### config.mk
export PLATFORM = sky130hd
export DESIGN_NAME = ahbApbBridge
export DESIGN_NICKNAME = d
export VERILOG_FILES = /design/src/ahbApbPkg.sv /design/src/ahbApbBridge.sv /design/src/apbFsmController.sv /design/src/ahbSlaveInterface.sv
export SDC_FILE = /design/constraint.sdc
export NUM_CORES = 1
export LEC_CHECK = 0
export BUFFER_PORTS_ARGS = -buffer_cell sky130_fd_sc_hd__buf_2
export CORE_MARGIN = 5
export CORE_UTILIZATION = 49
export DETAILED_ROUTE_END_ITERATION = 10
export PLACE_DENSITY = 0.79
export SLEW_MARGIN = 20
export SYNTH_ARGS = -nofsm -noshare
export SYNTH_HDL_FRONTEND = slang
export SYNTH_SLANG_ARGS = --single-unit
### constraint.sdc
create_clock -name Hclk -period 5.06 [get_ports Hclk]
set_input_delay 0.253 -clock Hclk [delete_from_list [all_inputs] [get_ports Hclk]]
set_output_delay 0.253 -clock Hclk [all_outputs]
set_load 0.01 [all_outputs]
### src/ahbApbPkg.sv
/* Shared AHB-to-APB bridge definitions: address map, AHB transfer types
   and the packed request structs for both bus sides */
`default_nettype none

package ahbApbPkg;

	// Bus widths and peripheral count
	localparam int dataWidth = 32;
	localparam int numSlaves = 3;

	// Bridge window, one region per peripheral
	localparam logic [dataWidth-1:0] slaveBase = 32'h8000_0000;
	localparam logic [dataWidth-1:0] slaveSpan = 32'h0400_0000;

	// AHB Htrans codes
	localparam logic [1:0] htransIdle = 2'b00;
	localparam logic [1:0] htransBusy = 2'b01;
	localparam logic [1:0] htransNonseq = 2'b10;
	localparam logic [1:0] htransSeq = 2'b11;

	// One captured AHB address phase
	typedef struct packed {
		logic [dataWidth-1:0] addr;
		logic write;
		logic [numSlaves-1:0] sel;
	} ahbReqT;

	// Registered APB outputs
	typedef struct packed {
		logic [numSlaves-1:0] sel;
		logic enable;
		logic write;
		logic [dataWidth-1:0] addr;
		logic [dataWidth-1:0] wdata;
	} apbReqT;

endpackage

`default_nettype wire
### src/ahbApbBridge.sv
/* AHB-Lite to APB bridge top: slave interface plus APB controller */
`timescale 1ns/100ps
`default_nettype none

module ahbApbBridge (
	input  logic Hclk,
	input  logic Hresetn,
	input  logic [ahbApbPkg::dataWidth-1:0] Haddr,
	input  logic [1:0] Htrans,
	input  logic Hwrite,
	input  logic [ahbApbPkg::dataWidth-1:0] Hwdata,
	input  logic Hselapb,
	input  logic [ahbApbPkg::dataWidth-1:0] Prdata,
	output logic [ahbApbPkg::dataWidth-1:0] Hrdata,
	output logic Hreadyout,
	output logic [1:0] Hresp,
	output ahbApbPkg::apbReqT apbReq
);
	import ahbApbPkg::*;

	logic valid;
	logic writeReg;
	logic [dataWidth-1:0] wdataReg;
	ahbReqT curReq;
	ahbReqT prevReq;
	ahbReqT pipeReq;

	// Read data straight from the selected peripheral
	assign Hrdata = Prdata;
	// Always OKAY
	assign Hresp = 2'b00;

	ahbSlaveInterface ahbSlave_i (
		.Hclk(Hclk),
		.Hresetn(Hresetn),
		.Haddr(Haddr),
		.Htrans(Htrans),
		.Hwrite(Hwrite),
		.Hreadyin(Hreadyout),
		.Hselapb(Hselapb),
		.Hwdata(Hwdata),
		.valid(valid),
		.curReq(curReq),
		.prevReq(prevReq),
		.pipeReq(pipeReq),
		.writeReg(writeReg),
		.wdataReg(wdataReg)
	);

	apbFsmController apbCtrl_i (
		.Hclk(Hclk),
		.Hresetn(Hresetn),
		.valid(valid),
		.Hwrite(Hwrite),
		.writeReg(writeReg),
		.curReq(curReq),
		.prevReq(prevReq),
		.pipeReq(pipeReq),
		.Hwdata(Hwdata),
		.wdataReg(wdataReg),
		.apbReq(apbReq),
		.Hreadyout(Hreadyout)
	);

endmodule

`default_nettype wire

### src/apbFsmController.sv
/* APB sequencer: eight-state FSM with registered APB outputs and
   Hreadyout, driving setup and access phases per AHB transfer */
`timescale 1ns/100ps
`default_nettype none

module apbFsmController (
	input  logic Hclk,
	input  logic Hresetn,
	input  logic valid,
	input  logic Hwrite,
	input  logic writeReg,
	input  ahbApbPkg::ahbReqT curReq,
	input  ahbApbPkg::ahbReqT prevReq,
	input  ahbApbPkg::ahbReqT pipeReq,
	input  logic [ahbApbPkg::dataWidth-1:0] Hwdata,
	input  logic [ahbApbPkg::dataWidth-1:0] wdataReg,
	output ahbApbPkg::apbReqT apbReq,
	output logic Hreadyout
);
	import ahbApbPkg::*;

	typedef enum logic [2:0] {
		stIdle = 3'b000,
		stWwait = 3'b001,
		stRead = 3'b010,
		stWrite = 3'b011,
		stWriteP = 3'b100,
		stRenable = 3'b101,
		stWenable = 3'b110,
		stWenableP = 3'b111
	} stateT;

	stateT state;
	stateT nextState;
	apbReqT nextReq;
	logic nextReady;

	// Builds an APB setup phase from a captured address phase
	function automatic apbReqT setupPhase(
		input ahbReqT req,
		input logic [dataWidth-1:0] wdata
	);
		apbReqT phase;
		phase.sel = req.sel;
		phase.enable = 1'b0;
		phase.write = req.write;
		phase.addr = req.addr;
		phase.wdata = wdata;
		return phase;
	endfunction

	// Next state
	always_comb
	begin
		nextState = state;
		case (state)
			stIdle, stRenable, stWenable:
			begin
				if (!valid)
					nextState = stIdle;
				else if (Hwrite)
					nextState = stWwait;
				else
					nextState = stRead;
			end
			stWwait:
				nextState = valid ? stWriteP : stWrite;
			stRead:
				nextState = stRenable;
			stWrite:
				nextState = valid ? stWenableP : stWenable;
			stWriteP:
				nextState = stWenableP;
			stWenableP:
			begin
				if (!writeReg)
					nextState = stRead;
				else if (valid)
					nextState = stWriteP;
				else
					nextState = stWrite;
			end
			default:
				nextState = stIdle;
		endcase
	end

	// Next outputs; payload holds unless a setup phase is issued
	always_comb
	begin
		nextReq = apbReq;
		nextReq.sel = '0;
		nextReq.enable = 1'b0;
		nextReady = 1'b1;
		case (state)
			stIdle, stRenable, stWenable:
			begin
				// Reads go out at once, writes wait for their data
				if (valid && !Hwrite)
				begin
					nextReq = setupPhase(curReq, apbReq.wdata);
					nextReady = 1'b0;
				end
			end
			stWwait:
			begin
				nextReq = setupPhase(prevReq, Hwdata);
				nextReady = 1'b0;
			end
			stRead, stWrite:
			begin
				nextReq.sel = apbReq.sel;
				nextReq.enable = 1'b1;
			end
			stWriteP:
			begin
				nextReq.sel = apbReq.sel;
				nextReq.enable = 1'b1;
				// Pending read keeps the bus stalled until its own access phase
				nextReady = writeReg;
			end
			stWenableP:
			begin
				// Registered data for a write, bus data unchanged for a read
				nextReq = setupPhase(pipeReq, writeReg ? wdataReg : apbReq.wdata);
				nextReady = 1'b0;
			end
			default:
			begin
				nextReady = 1'b1;
			end
		endcase
	end

	always_ff @(posedge Hclk)
	begin
		if (!Hresetn)
			state <= stIdle;
		else
			state <= nextState;
	end

	// Output stage, one edge behind the state decision
	always_ff @(posedge Hclk)
	begin
		if (!Hresetn)
		begin
			apbReq.sel <= '0;
			apbReq.enable <= 1'b0;
			apbReq.write <= 1'b0;
			Hreadyout <= 1'b1;
		end
		else
		begin
			apbReq <= nextReq;
			Hreadyout <= nextReady;
		end
	end

endmodule

`default_nettype wire

### src/ahbSlaveInterface.sv
/* AHB slave side of the bridge: transfer qualification, peripheral decode,
   two-deep address phase history and registered write data */
`timescale 1ns/100ps
`default_nettype none

module ahbSlaveInterface (
	input  logic Hclk,
	input  logic Hresetn,
	input  logic [ahbApbPkg::dataWidth-1:0] Haddr,
	input  logic [1:0] Htrans,
	input  logic Hwrite,
	input  logic Hreadyin,
	input  logic Hselapb,
	input  logic [ahbApbPkg::dataWidth-1:0] Hwdata,
	output logic valid,
	output ahbApbPkg::ahbReqT curReq,
	output ahbApbPkg::ahbReqT prevReq,
	output ahbApbPkg::ahbReqT pipeReq,
	output logic writeReg,
	output logic [ahbApbPkg::dataWidth-1:0] wdataReg
);
	import ahbApbPkg::*;

	logic [dataWidth-1:0] offset;
	logic [dataWidth-1:0] regionIdx;
	logic inWindow;
	logic activeTrans;

	// Window check and region decode
	always_comb
	begin
		offset = Haddr - slaveBase;
		inWindow = (Haddr >= slaveBase) && (offset < numSlaves * slaveSpan);
		regionIdx = offset / slaveSpan;
		curReq.addr = Haddr;
		curReq.write = Hwrite;
		for (int k = 0; k < numSlaves; k++)
		begin
			curReq.sel[k] = inWindow && (regionIdx == k);
		end
	end

	// Only NONSEQ and SEQ carry a transfer
	assign activeTrans = (Htrans == htransNonseq) || (Htrans == htransSeq);
	assign valid = Hselapb && Hreadyin && activeTrans && inWindow;

	// Address history, sampled every cycle
	// A held address phase lands in pipeReq for the pipelined write path
	always_ff @(posedge Hclk)
	begin
		prevReq <= curReq;
		pipeReq <= prevReq;
		wdataReg <= Hwdata;
	end

	// Direction of the last accepted transfer
	always_ff @(posedge Hclk)
	begin
		if (!Hresetn)
		begin
			writeReg <= 1'b0;
		end
		else if (valid)
		begin
			writeReg <= Hwrite;
		end
	end

endmodule

`default_nettype wire

==> flow_summary.json, run 1 <==
{
  "synth.lib_cells_used.distinct": 45,
  "cp_max_fo": 47,
  "hold_viol": 0,
  "yosys.area.top_type": "sky130_fd_sc_hd__dfxtp_1",
  "finClkSkew_ns": 0.01019,
  "cts_buffer_depth": 2,
  "drc": 0,
  "cts-root-buf": "sky130_fd_sc_hd__clkbuf_16",
  "layout.core_utilization_pct": 64.31,
  "detailed_place_hpwl_um": 7701,
  "post_cts.resized_instances": 0,
  "max_ir_drop_vdd_uv": 261.8,
  "htree_num_levels": 4,
  "critPathLaunchType": "register",
  "fin_worst_hold_slack_ns": 0.05149,
  "grt_util_met2_pct": 30.30,
  "clk_pin_slew_ns": 0.06,
  "antenna_left": 0,
  "yosys.cell_count.top_type": "sky130_fd_sc_hd__dfxtp_1",
  "netlist_top_cells_area": "sky130_fd_sc_hd__dfxtp_1 39%, sky130_fd_sc_hd__edfxtp_1 33%, sky130_fd_sc_hd__a22o_1 9.4%, sky130_fd_sc_hd__buf_4 4.3%, sky130_fd_sc_hd__a21o_1 3.6%",
  "finish.net_count": 675,
  "tritoncts": "done",
  "initial_core_utilization_pct": 49.45,
  "pre_cts_slack_ns": 2.414,
  "place_area_sq_um": 6447,
  "number_of_flip_flops_and_latches_in_the_synthesized_netlist": 178,
  "worst_ep_arrival_time_ns": 2.98,
  "floorplan.rows": 40,
  "cts_num_sinks": 178,
  "num_vias": 3888,
  "grt-busiest-layer": "met2",
  "synth_edf_count": 64,
  "worst_skew_pair_latency_ns": 0.42,
  "status": "finished, final reports clean",
  "globalRouteMet1Util_pct": 22.16,
  "synth_area_per_cell_sq_um": 14.54,
  "drt_wl_cell_um": 18.01,
  "max_freq_mhz": 372.0,
  "yosysTopAreaCellShare_pct": 38.74,
  "vias_in_the_first_global_route": 4046,
  "finalSetupTns_ns": 0,
  "power.static_leakage_nw": 3.376,
  "cts_setup_buffers": 0,
  "setup.worst_path.end_class": "register",
  "finalPower_mw": 3.806,
  "synth_cells": 405,
  "drt_first_pass_iters": 4,
  "flow.area_growth_from_synthesis_pct": 30.03,
  "hold_path_class": "primary input to register",
  "relSlewSlack_pct": 41.61,
  "routed_via_density": 5.304,
  "detail_route.wirelength_um": 13200,
  "grt.total_usage_pct": 18.57,
  "final_period_minus_worst_setup_slack_ns": 2.688,
  "grt_start_max_net_pins": 49,
  "core_area_sq_um": 11910,
  "port_buffers": 138,
  "proportion_of_synthesized_chip_area_in_sequential_cells_pct": 71.37,
  "grt_first_pass_wirelength_um": 20890,
  "groute.layer.met3.usage_pct": 5.514,
  "top_level_ports": 206,
  "n_antenna_cell": 0,
  "die_height_um": 119.6,
  "filler_cell_count": 856,
  "ys_dominant_reg_cell": "sky130_fd_sc_hd__dfxtp_1",
  "antenna_found_initial": 1,
  "globalRouteOverflowTotal": 0,
  "die_w_um": 119.6,
  "timing.critical_path.required_ns": 5.35,
  "tritoncts.num_buffers": 17,
  "syn-cell-area_sq_um": 5891,
  "final-setup-viol-count": 0,
  "ys_async_sr_fraction_pct": 0,
  "fin_area_sq_um": 7660,
  "timing_max_transition_violations_final": 0,
  "rsz0062_at_grt": "false",
  "cap_violations": 0,
  "fp.dieArea_sq_um": 14310,
  "drt_iter0_drc": 379,
  "timing.setup.critical_path_class": "register to register",
  "setup_ws_ns": 2.372,
  "synth_top_cells_by_count": "114 x sky130_fd_sc_hd__dfxtp_1, 64 x sky130_fd_sc_hd__edfxtp_1, 63 x sky130_fd_sc_hd__a22o_1",
  "timing_worst_slew_pin_value_ns": 0.8749,
  "final_layout_size_suffix_gt1_share_pct": 31.57,
  "place.detailed.instances": 639,
  "fin_cells": 733,
  "gp_routability_congestion": 0.8444,
  "share_of_the_clock_period_used_by_the_worst_path_pct": 53.13,
  "yosysWarningCount": 0,
  "power_per_cell_area_nw_per_um2": 496.9
}
## power by group
part           internal [mW]  switching (mW)  total (mW)  leakage [nW]
Clock                  0.747           0.557        1.30         0.287
Sequential              1.73          0.0929        1.82          1.56
Combinational          0.295           0.388       0.683          1.53
## critical path, stage by stage (launching register included)
cell and delay [ns]:
sky130_fd_sc_hd__dfxtp_1 0.69, sky130_fd_sc_hd__inv_1 0.21, sky130_fd_sc_hd__nor3_4 0.75, sky130_fd_sc_hd__buf_4 0.58, sky130_fd_sc_hd__a22o_1 0.22, sky130_fd_sc_hd__a21o_1 0.08
## cells in the final DEF, fill, tap and decap left out, drive strengths merged, types with 3 or more instances in the layout
cell type,instances
a21oi,8
nand2,5
clkbuf,18
a21o,28
edfxtp,64
o221ai,4
a22o,63
inv,9
nor2b,3
a32o,3
clkinv,6
nor3,7
dfxtp,114
nand4,5
buf,143
dlygate4sd3,62
nand3,7
a41oi,3
nor2,3
## layer usage
metal / routed length (um) / part of all wire [%] / vias up
li1: - / - / 1825
met1: 5435 / 41 / 1845
met2: 6425 / 49 / 154
met3: 868 / 6.6 / 62
met4: 461 / 3.5 / 2
met5: 11 / 0.083 / -
## state kept, by name, indices dropped and copies added, names as in the netlist
register / count
apbCtrl_i.apbReq: 69
ahbSlave_i.writeReg: 1
apbCtrl_i.Hreadyout: 1
ahbSlave_i.wdataReg: 32
apbCtrl_i.state: 3
ahbSlave_i.prevReq: 36
ahbSlave_i.pipeReq: 36
## kinds of logic after synthesis
kind of cell    Yosys count  share of synthesized area [%]
flops                   178                          71.37
compound gates          121                          16.67
buf+inv                  62                          6.712
simple gates             40                          4.694
mux                       2                         0.3399
xor+xnor                  1                         0.1487
other cells               1                        0.06366
## what timing repair did
item,4_1_cts,5_1_grt
endpoints found under the setup margin,0,0
hold endpoints to repair,62,0
hold buffers,62,0
## cell type report
type / instances / area (sq um) / area share, %
Tap cell: 147 / 183.9 / 2.401
Timing Repair Buffer: 205 / 1349 / 17.61
Clock inverter: 14 / 152.6 / 1.993
Inverter: 5 / 18.77 / 0.2450
Sequential cell: 178 / 4204 / 54.88
Multi-Input combinational cell: 166 / 1313 / 17.13
Clock buffer: 18 / 439.2 / 5.733
## path summary, 6_finish.rpt
| check | start | end | slack (ns) | depth (start not counted) |
|---|---|---|---|---|
| min | Hwrite | ahbSlave_i.prevReq[3] | 0.05 | 1 |
| min reg2reg | ahbSlave_i.prevReq[19] | ahbSlave_i.pipeReq[19] | 0.34 | 0 |
| max reg2reg | apbCtrl_i.state[2] | apbCtrl_i.apbReq[54] | 2.37 | 5 |
| max | apbCtrl_i.state[2] | apbCtrl_i.apbReq[54] | 2.37 | 5 |
Power figures use the tool's default switching activity.
==> run 2: changes to the inputs <==
--- a/config.mk
+++ b/config.mk
@@ -7,9 +7,9 @@
 export LEC_CHECK = 0
 export BUFFER_PORTS_ARGS = -buffer_cell sky130_fd_sc_hd__buf_2
 export CORE_MARGIN = 5
-export CORE_UTILIZATION = 49
+export CORE_UTILIZATION = 44
 export DETAILED_ROUTE_END_ITERATION = 10
-export PLACE_DENSITY = 0.79
+export PLACE_DENSITY = 0.75
 export SLEW_MARGIN = 20
 export SYNTH_ARGS = -nofsm -noshare
 export SYNTH_HDL_FRONTEND = slang
==> constraint.sdc (replaced) <==
create_clock -name Hclk -period 2.4 [get_ports Hclk]
set_input_delay 0.12 -clock Hclk [delete_from_list [all_inputs] [get_ports Hclk]]
set_output_delay 0.12 -clock Hclk [all_outputs]
set_load 0.01 [all_outputs]
==> flow_summary.json, run 2 (synthesis results as in run 1) <==
{
  "status": "finished, final reports clean",
  "critPathLaunchType": "register",
  "critPathTopFamily": "flip-flops",
  "globalRouteOverflowTotal": 0,
  "htree_num_levels": 4,
  "detail_route.wirelength_um": 13080,
  "post_cts.resized_instances": 0,
  "critPathMaxStageDelay_ns": 0.72,
  "final-setup-viol-count": 0,
  "rsz0062_at_grt": "false",
  "timing.critical_path.required_ns": 2.69,
  "clkPwrFrac_pct": 32.2,
  "top_level_ports": 206,
  "worst_path_max_delay_cell": "sky130_fd_sc_hd__dfxtp_1",
  "clk_pin_slew_ns": 0.06,
  "max_ir_drop_vdd_uv": 653.5,
  "num_vias": 3932,
  "power_per_cell_area_nw_per_um2": 1012,
  "timing_worst_slew_pin_value_ns": 0.7622,
  "power_switching_share_pct": 27.12,
  "finish.net_count": 682,
  "power.static_leakage_nw": 3.392,
  "drc": 0,
  "finClkSkew_ns": 0.006710,
  "crit-reg2reg-capture": "apbCtrl_i.apbReq[48]",
  "most-common-layout-cells": "138 x sky130_fd_sc_hd__buf_2, 114 x sky130_fd_sc_hd__dfxtp_1, 66 x sky130_fd_sc_hd__dlygate4sd3_1, 64 x sky130_fd_sc_hd__edfxtp_1, 63 x sky130_fd_sc_hd__a22o_1",
  "n_antenna_cell": 0,
  "timing.setup.critical_path_class": "register to register",
  "grt.total_usage_pct": 17.21,
  "antenna_found_initial": 0,
  "grt_first_pass_wirelength_um": 21660,
  "cap_violations": 0,
  "flow.area_growth_from_synthesis_pct": 31.52,
  "cts_buffer_depth": 2,
  "core_area_sq_um": 13190,
  "hold_path_class": "primary input to register",
  "top_registers": "apbCtrl_i.apbReq: 69 flops, ahbSlave_i.pipeReq: 36 flops, ahbSlave_i.prevReq: 36 flops",
  "worst-r2r-setup-slack_ns": 0.18,
  "tritoncts": "done",
  "drt_first_pass_iters": 4,
  "timing_max_transition_violations_final": 0,
  "cts_num_sinks": 178,
  "cp_cell_sequence": "nor3b_4, buf_4, a22o_1, a21o_1",
  "cts-root-buf": "sky130_fd_sc_hd__clkbuf_16",
  "max_freq_mhz": 449.7,
  "die_height_um": 125.7,
  "initial_core_utilization_pct": 44.66,
  "net_switching_component_of_the_power_mw": 2.126,
  "die_w_um": 125.7,
  "drt_wl_cell_um": 17.01,
  "cp_max_fo": 65,
  "layout.core_utilization_pct": 58.74,
  "path_buf_inv": 1,
  "drt_iter0_drc": 318,
  "antenna_left": 0,
  "tritoncts.num_buffers": 17,
  "vias_in_the_first_global_route": 4152,
  "timing.hold.worst.start": "Hselapb",
  "cts_setup_buffers": 0,
  "worst_skew_pair_latency_ns": 0.42,
  "fin_worst_hold_slack_ns": 0.1783,
  "detailed_place_hpwl_um": 8102,
  "setup.worst_path.end_class": "register",
  "final_period_minus_worst_setup_slack_ns": 2.224,
  "floorplan.rows": 42,
  "grt_start_max_net_pins": 66,
  "final_layout_size_suffix_gt1_share_pct": 31.37,
  "register_with_the_highest_flop_count": "apbCtrl_i.apbReq",
  "p_int_mw": 5.713,
  "worst_setup_path_startpoint": "apbCtrl_i.state[0]",
  "reg2reg_depth": 4,
  "finalSetupTns_ns": 0,
  "worst_hold_path.num_cells": 5,
  "path_depth": 4,
  "gp_routability_congestion": 0.8083,
  "filler_cell_count": 1007,
  "port_buffers": 138,
  "relSlewSlack_pct": 49.19,
  "share_comb_of_total_power_pct": 19.0,
  "fp.dieArea_sq_um": 15800,
  "hold_path_end": "apbCtrl_i.state[0]",
  "reg2reg_from": "apbCtrl_i.state[0]",
  "seq_power_share_pct": 48.8,
  "routed_via_density": 5.113,
  "worst_ep_arrival_time_ns": 2.51,
  "largest_reg_flops": 69,
  "hold_viol": 0,
  "share_of_the_clock_period_used_by_the_worst_path_pct": 92.65,
  "mostFrequentLayoutCell": "sky130_fd_sc_hd__buf_2"
}
run 2: cell count changes in the layout (fill, tap and decap cells not counted), sizes merged:
cell | previous run | this run
buf | 143 | 146
bufinv | 2 | 0
clkbuf | 18 | 22
clkinv | 6 | 4
dlygate4sd3 | 62 | 66
run 2: worst max path at each step:
| stage | end | slack (ns) |
|---|---|---|
| final | apbCtrl_i.apbReq[48] | 0.18 |
| after detailed placement | apbCtrl_i.state[0] | 0.19 |
| after global routing | apbCtrl_i.apbReq[57] | 0.003 |
| after global placement | apbCtrl_i.state[0] | 0.25 |
| after CTS | apbCtrl_i.state[0] | 0.20 |
| after floorplan | apbCtrl_i.apbReq[32] | 0.13 |
run 2: final cells by class:
| class | count | area, sq um | area share [%] |
|---|---|---|---|
| repair buffers | 212 | 1436 | 18.54 |
| flip-flops and latches | 178 | 4204 | 54.26 |
| well taps | 176 | 220.2 | 2.842 |
| multi-input cells | 166 | 1319 | 17.02 |
| clock buffers | 22 | 475.5 | 6.137 |
| inverters | 5 | 18.77 | 0.2422 |
| clock inverters | 10 | 73.82 | 0.9528 |
run 2: metrics by stage:
stage	setup slack (ns)	total power [mW]	instance area, sq um	cells
floorplan	0.1272	4.761	5906	406
global placement	0.2515	5.251	6538	671
detailed placement	0.1900	5.300	6538	671
CTS	0.1964	7.908	7747	769
global route	0.002962	8.221	7747	769
finish	0.1764	7.839	7747	769
run 2: what timing repair did:
item	CTS	global route
endpoints found under the hold margin	106	0
hold buffers	66	0
endpoints found under the setup margin	0	0
run 2: worst register-to-register path, cell delays in order, from the launching register on:
cell and delay (ns):
sky130_fd_sc_hd__dfxtp_1 0.72, sky130_fd_sc_hd__nor3b_4 0.35, sky130_fd_sc_hd__buf_4 0.66, sky130_fd_sc_hd__a22o_1 0.29
sky130_fd_sc_hd__a21o_1 0.09
run 2: power groups by stage:
stage               logic, mW  clock network (mW)  registers (mW)
floorplan               0.784                   0            3.98
global placement         1.38                   0            3.87
detailed placement       1.41                   0            3.89
CTS                      1.51                2.58            3.82
global route             1.63                2.73            3.87
finish                   1.49                2.53            3.82
run 2: per-layer routing:
layer | global-route usage, % | share of wire (%) | vias up
met4 | 7.589 | 2.7 | 0
li1 | - | - | 1843
met1 | 20.36 | 40 | 1869
met3 | 6.308 | 8.6 | 49
met5 | 0 | 0 | -
met2 | 28.19 | 49 | 171
==> run 3: changes to the inputs <==
--- a/config.mk
+++ b/config.mk
@@ -5,12 +5,14 @@
 export SDC_FILE = /design/constraint.sdc
 export NUM_CORES = 1
 export LEC_CHECK = 0
+export ABC_CLOCK_PERIOD_IN_PS = 2400
 export BUFFER_PORTS_ARGS = -buffer_cell sky130_fd_sc_hd__buf_2
 export CORE_MARGIN = 5
-export CORE_UTILIZATION = 44
+export CORE_UTILIZATION = 45
 export DETAILED_ROUTE_END_ITERATION = 10
 export PLACE_DENSITY = 0.75
 export SLEW_MARGIN = 20
 export SYNTH_ARGS = -nofsm -noshare
 export SYNTH_HDL_FRONTEND = slang
+export SYNTH_HIERARCHICAL = 1
 export SYNTH_SLANG_ARGS = --single-unit
==> flow_summary.json, run 3 <==
{
  "timing.setup.critical_path_class": "primary input to register",
  "antenna_found_initial": 0,
  "number_of_flip_flops_and_latches_in_the_synthesized_netlist": 178,
  "detailed_place_hpwl_um": 8006,
  "die_w_um": 126.5,
  "filler_cell_count": 987,
  "cap_violations": 0,
  "worst_setup_path_startpoint": "Haddr[29]",
  "reg2reg_from": "apbCtrl_i/Hreadyout",
  "fin_area_sq_um": 7801,
  "p_int_mw": 5.619,
  "status": "finished, final reports clean",
  "worst_skew_pair_latency_ns": 0.42,
  "die_height_um": 126.5,
  "grt_start_max_net_pins": 58,
  "final_period_minus_worst_setup_slack_ns": 2.340,
  "floorplan.rows": 42,
  "final_layout_size_suffix_gt1_share_pct": 32.11,
  "timing.critical_path.required_ns": 2.51,
  "worst_path_max_delay_cell": "sky130_fd_sc_hd__or4b_4",
  "synth_edf_count": 64,
  "register_with_the_highest_flop_count": "apbCtrl_i/apbReq",
  "hold_viol": 0,
  "worst_ep_arrival_time_ns": 2.45,
  "grt.total_usage_pct": 16.64,
  "port_buffers": 138,
  "place_area_sq_um": 6561,
  "drt_iter0_drc": 289,
  "critPathMaxStageDelay_ns": 0.56,
  "flow.area_growth_from_synthesis_pct": 27.69,
  "setup_ws_ns": 0.05969,
  "mostFrequentLayoutCell": "sky130_fd_sc_hd__buf_2",
  "htree_num_levels": 4,
  "globalRouteOverflowTotal": 0,
  "antenna_left": 0,
  "finClkSkew_ns": 0.01069,
  "yosys.area.top_type": "sky130_fd_sc_hd__dfxtp_1",
  "fp.dieArea_sq_um": 16010,
  "clk_pin_slew_ns": 0.07,
  "synth_cells": 445,
  "max_ir_drop_vdd_uv": 443.9,
  "initial_core_utilization_pct": 45.95,
  "yosysTopAreaCellShare_pct": 37.35,
  "max_freq_mhz": 427.3,
  "cts_num_sinks": 178,
  "cp_max_fo": 32,
  "timing_worst_slew_pin_value_ns": 0.5415,
  "power_per_cell_area_nw_per_um2": 969.4,
  "drt_wl_cell_um": 16.90,
  "share_of_the_clock_period_used_by_the_worst_path_pct": 97.51,
  "routed_via_density": 5.041,
  "yosys.cell_count.top_type": "sky130_fd_sc_hd__dfxtp_1",
  "num_vias": 3917,
  "ys_async_sr_fraction_pct": 0,
  "drc": 0,
  "rsz0062_at_grt": "true",
  "largest_reg_flops": 69,
  "critPathLaunchType": "primary input",
  "net_switching_component_of_the_power_mw": 1.943,
  "ys_dominant_reg_cell": "sky130_fd_sc_hd__dfxtp_1",
  "cts_buffer_depth": 2,
  "relSlewSlack_pct": 63.82,
  "synth.lib_cells_used.distinct": 35,
  "grt_first_pass_wirelength_um": 21020,
  "tritoncts": "done",
  "synth_area_per_cell_sq_um": 13.73,
  "synth_top_cells_by_count": "114 x sky130_fd_sc_hd__dfxtp_1, 68 x sky130_fd_sc_hd__buf_4, 64 x sky130_fd_sc_hd__edfxtp_1",
  "top_registers": "apbCtrl_i/apbReq: 69 flops, ahbSlave_i/pipeReq: 36 flops, ahbSlave_i/prevReq: 36 flops",
  "yosysWarningCount": 6,
  "netlist_top_cells_area": "sky130_fd_sc_hd__dfxtp_1 37%, sky130_fd_sc_hd__edfxtp_1 31%, sky130_fd_sc_hd__buf_4 8.4%, sky130_fd_sc_hd__a222oi_1 5.2%, sky130_fd_sc_hd__a22o_1 5.0%",
  "critPathTopFamily": "simple AND/OR/NAND/NOR gates",
  "drt_first_pass_iters": 6,
  "most-common-layout-cells": "138 x sky130_fd_sc_hd__buf_2, 114 x sky130_fd_sc_hd__dfxtp_1, 65 x sky130_fd_sc_hd__dlygate4sd3_1, 64 x sky130_fd_sc_hd__edfxtp_1",
  "timing_max_transition_violations_final": 0,
  "path_buf_inv": 3,
  "setup.worst_path.end_class": "register",
  "timing.hold.worst.start": "Hresetn",
  "cts-root-buf": "sky130_fd_sc_hd__clkbuf_16",
  "tritoncts.num_buffers": 17,
  "power.static_leakage_nw": 3.354,
  "finish.net_count": 690,
  "seq_power_share_pct": 47.0,
  "detail_route.wirelength_um": 13130,
  "core_area_sq_um": 13300,
  "cp_cell_sequence": "dlygate4sd3_1, buf_2, or4b_4, a211oi_4, nor2b_2, o21ai_2, nor3b_4, buf_12",
  "final-setup-viol-count": 0,
  "clkPwrFrac_pct": 36.1,
  "power_switching_share_pct": 25.70,
  "pre_cts_slack_ns": 0.1143,
  "vias_in_the_first_global_route": 4074,
  "gp_routability_congestion": 0.7793,
  "n_antenna_cell": 0,
  "syn-cell-area_sq_um": 6110,
  "hold_path_class": "primary input to register",
  "share_comb_of_total_power_pct": 16.9,
  "proportion_of_synthesized_chip_area_in_sequential_cells_pct": 68.81,
  "top_level_ports": 206
}
==> run 3: final timing paths <==
kind                           endpoint  slack (ns)  cells past startpoint
setup reg to reg   apbCtrl_i/apbReq[40]        0.50                      6
hold / removal      apbCtrl_i/Hreadyout        0.05                      2
hold reg to reg   ahbSlave_i/pipeReq[8]        0.35                      0
setup / recovery   apbCtrl_i/apbReq[40]        0.06                      8
==> run 3: power groups by stage <==
stage                     Combinational, mW  Sequential [mW]  Clock [mW]
after floorplan                       0.847             3.64           0
after global placement                 1.16             3.61           0
after detailed placement               1.20             3.62           0
after CTS                              1.29             3.56        2.78
after global routing                   1.42             3.58        2.91
final                                  1.28             3.56        2.73
==> run 3: through the flow <==
stage / cells / hold WS [ns] / TNS [ns] / utilization (%) / total power [mW]
3_5_place_dp: 680 / 0.2375 / 0 / 49.35 / 4.819
5_1_grt: 777 / 0.04245 / -0.02158 / 58.68 / 7.918
2_1_floorplan: 446 / 0.1477 / -9.714 / - / 4.484
4_1_cts: 777 / 0.01795 / 0 / 58.66 / 7.622
6_report: 777 / 0.04566 / 0 / 58.68 / 7.562
3_3_place_gp: 680 / 0.2380 / 0 / 49.35 / 4.771
==> run 3: logic make-up (layout without fill, tap and decap cells) <==
kind of cell / count (synthesis) / in the layout / synth area share, %
multiplexers: 2 / 2 / 0.3481
flip-flops: 178 / 178 / 68.81
AO/OA/AOI/OAI: 96 / 96 / 13.88
adder cells (fa/ha/maj): 1 / 1 / 0.1638
AND/OR/NAND/NOR: 39 / 39 / 3.789
other: 1 / 2 / 0.06138
XOR/XNOR: 1 / 1 / 0.1434
buffers and inverters: 127 / 282 / 12.80
==> run 3: layout make-up <==
| class | count | area, sq um | area share (%) |
|---|---|---|---|
| clock buffers | 21 | 460.4 | 5.902 |
| clock inverters | 11 | 126.4 | 1.620 |
| inverters | 35 | 131.4 | 1.684 |
| multi-input cells | 141 | 1165 | 14.93 |
| flip-flops and latches | 178 | 4204 | 53.89 |
| well taps | 176 | 220.2 | 2.823 |
| repair buffers | 215 | 1494 | 19.15 |
==> run 3: what timing repair did <==
item / in CTS / in global routing
hold endpoints to repair: 87 / 0
hold buffers: 65 / 0
buffers inserted: 0 / 0
setup endpoints to repair: 0 / 34
resized for setup: 0 / 1
==> run 3: per-layer routing <==
metal | up-vias | track usage, % | wire length, um
li1 | 1842 | - | -
met1 | 1856 | 19.85 | 5449
met2 | 177 | 27.46 | 6340
met3 | 42 | 4.960 | 1010
met4 | 0 | 8.202 | 328
met5 | - | 0 | 0
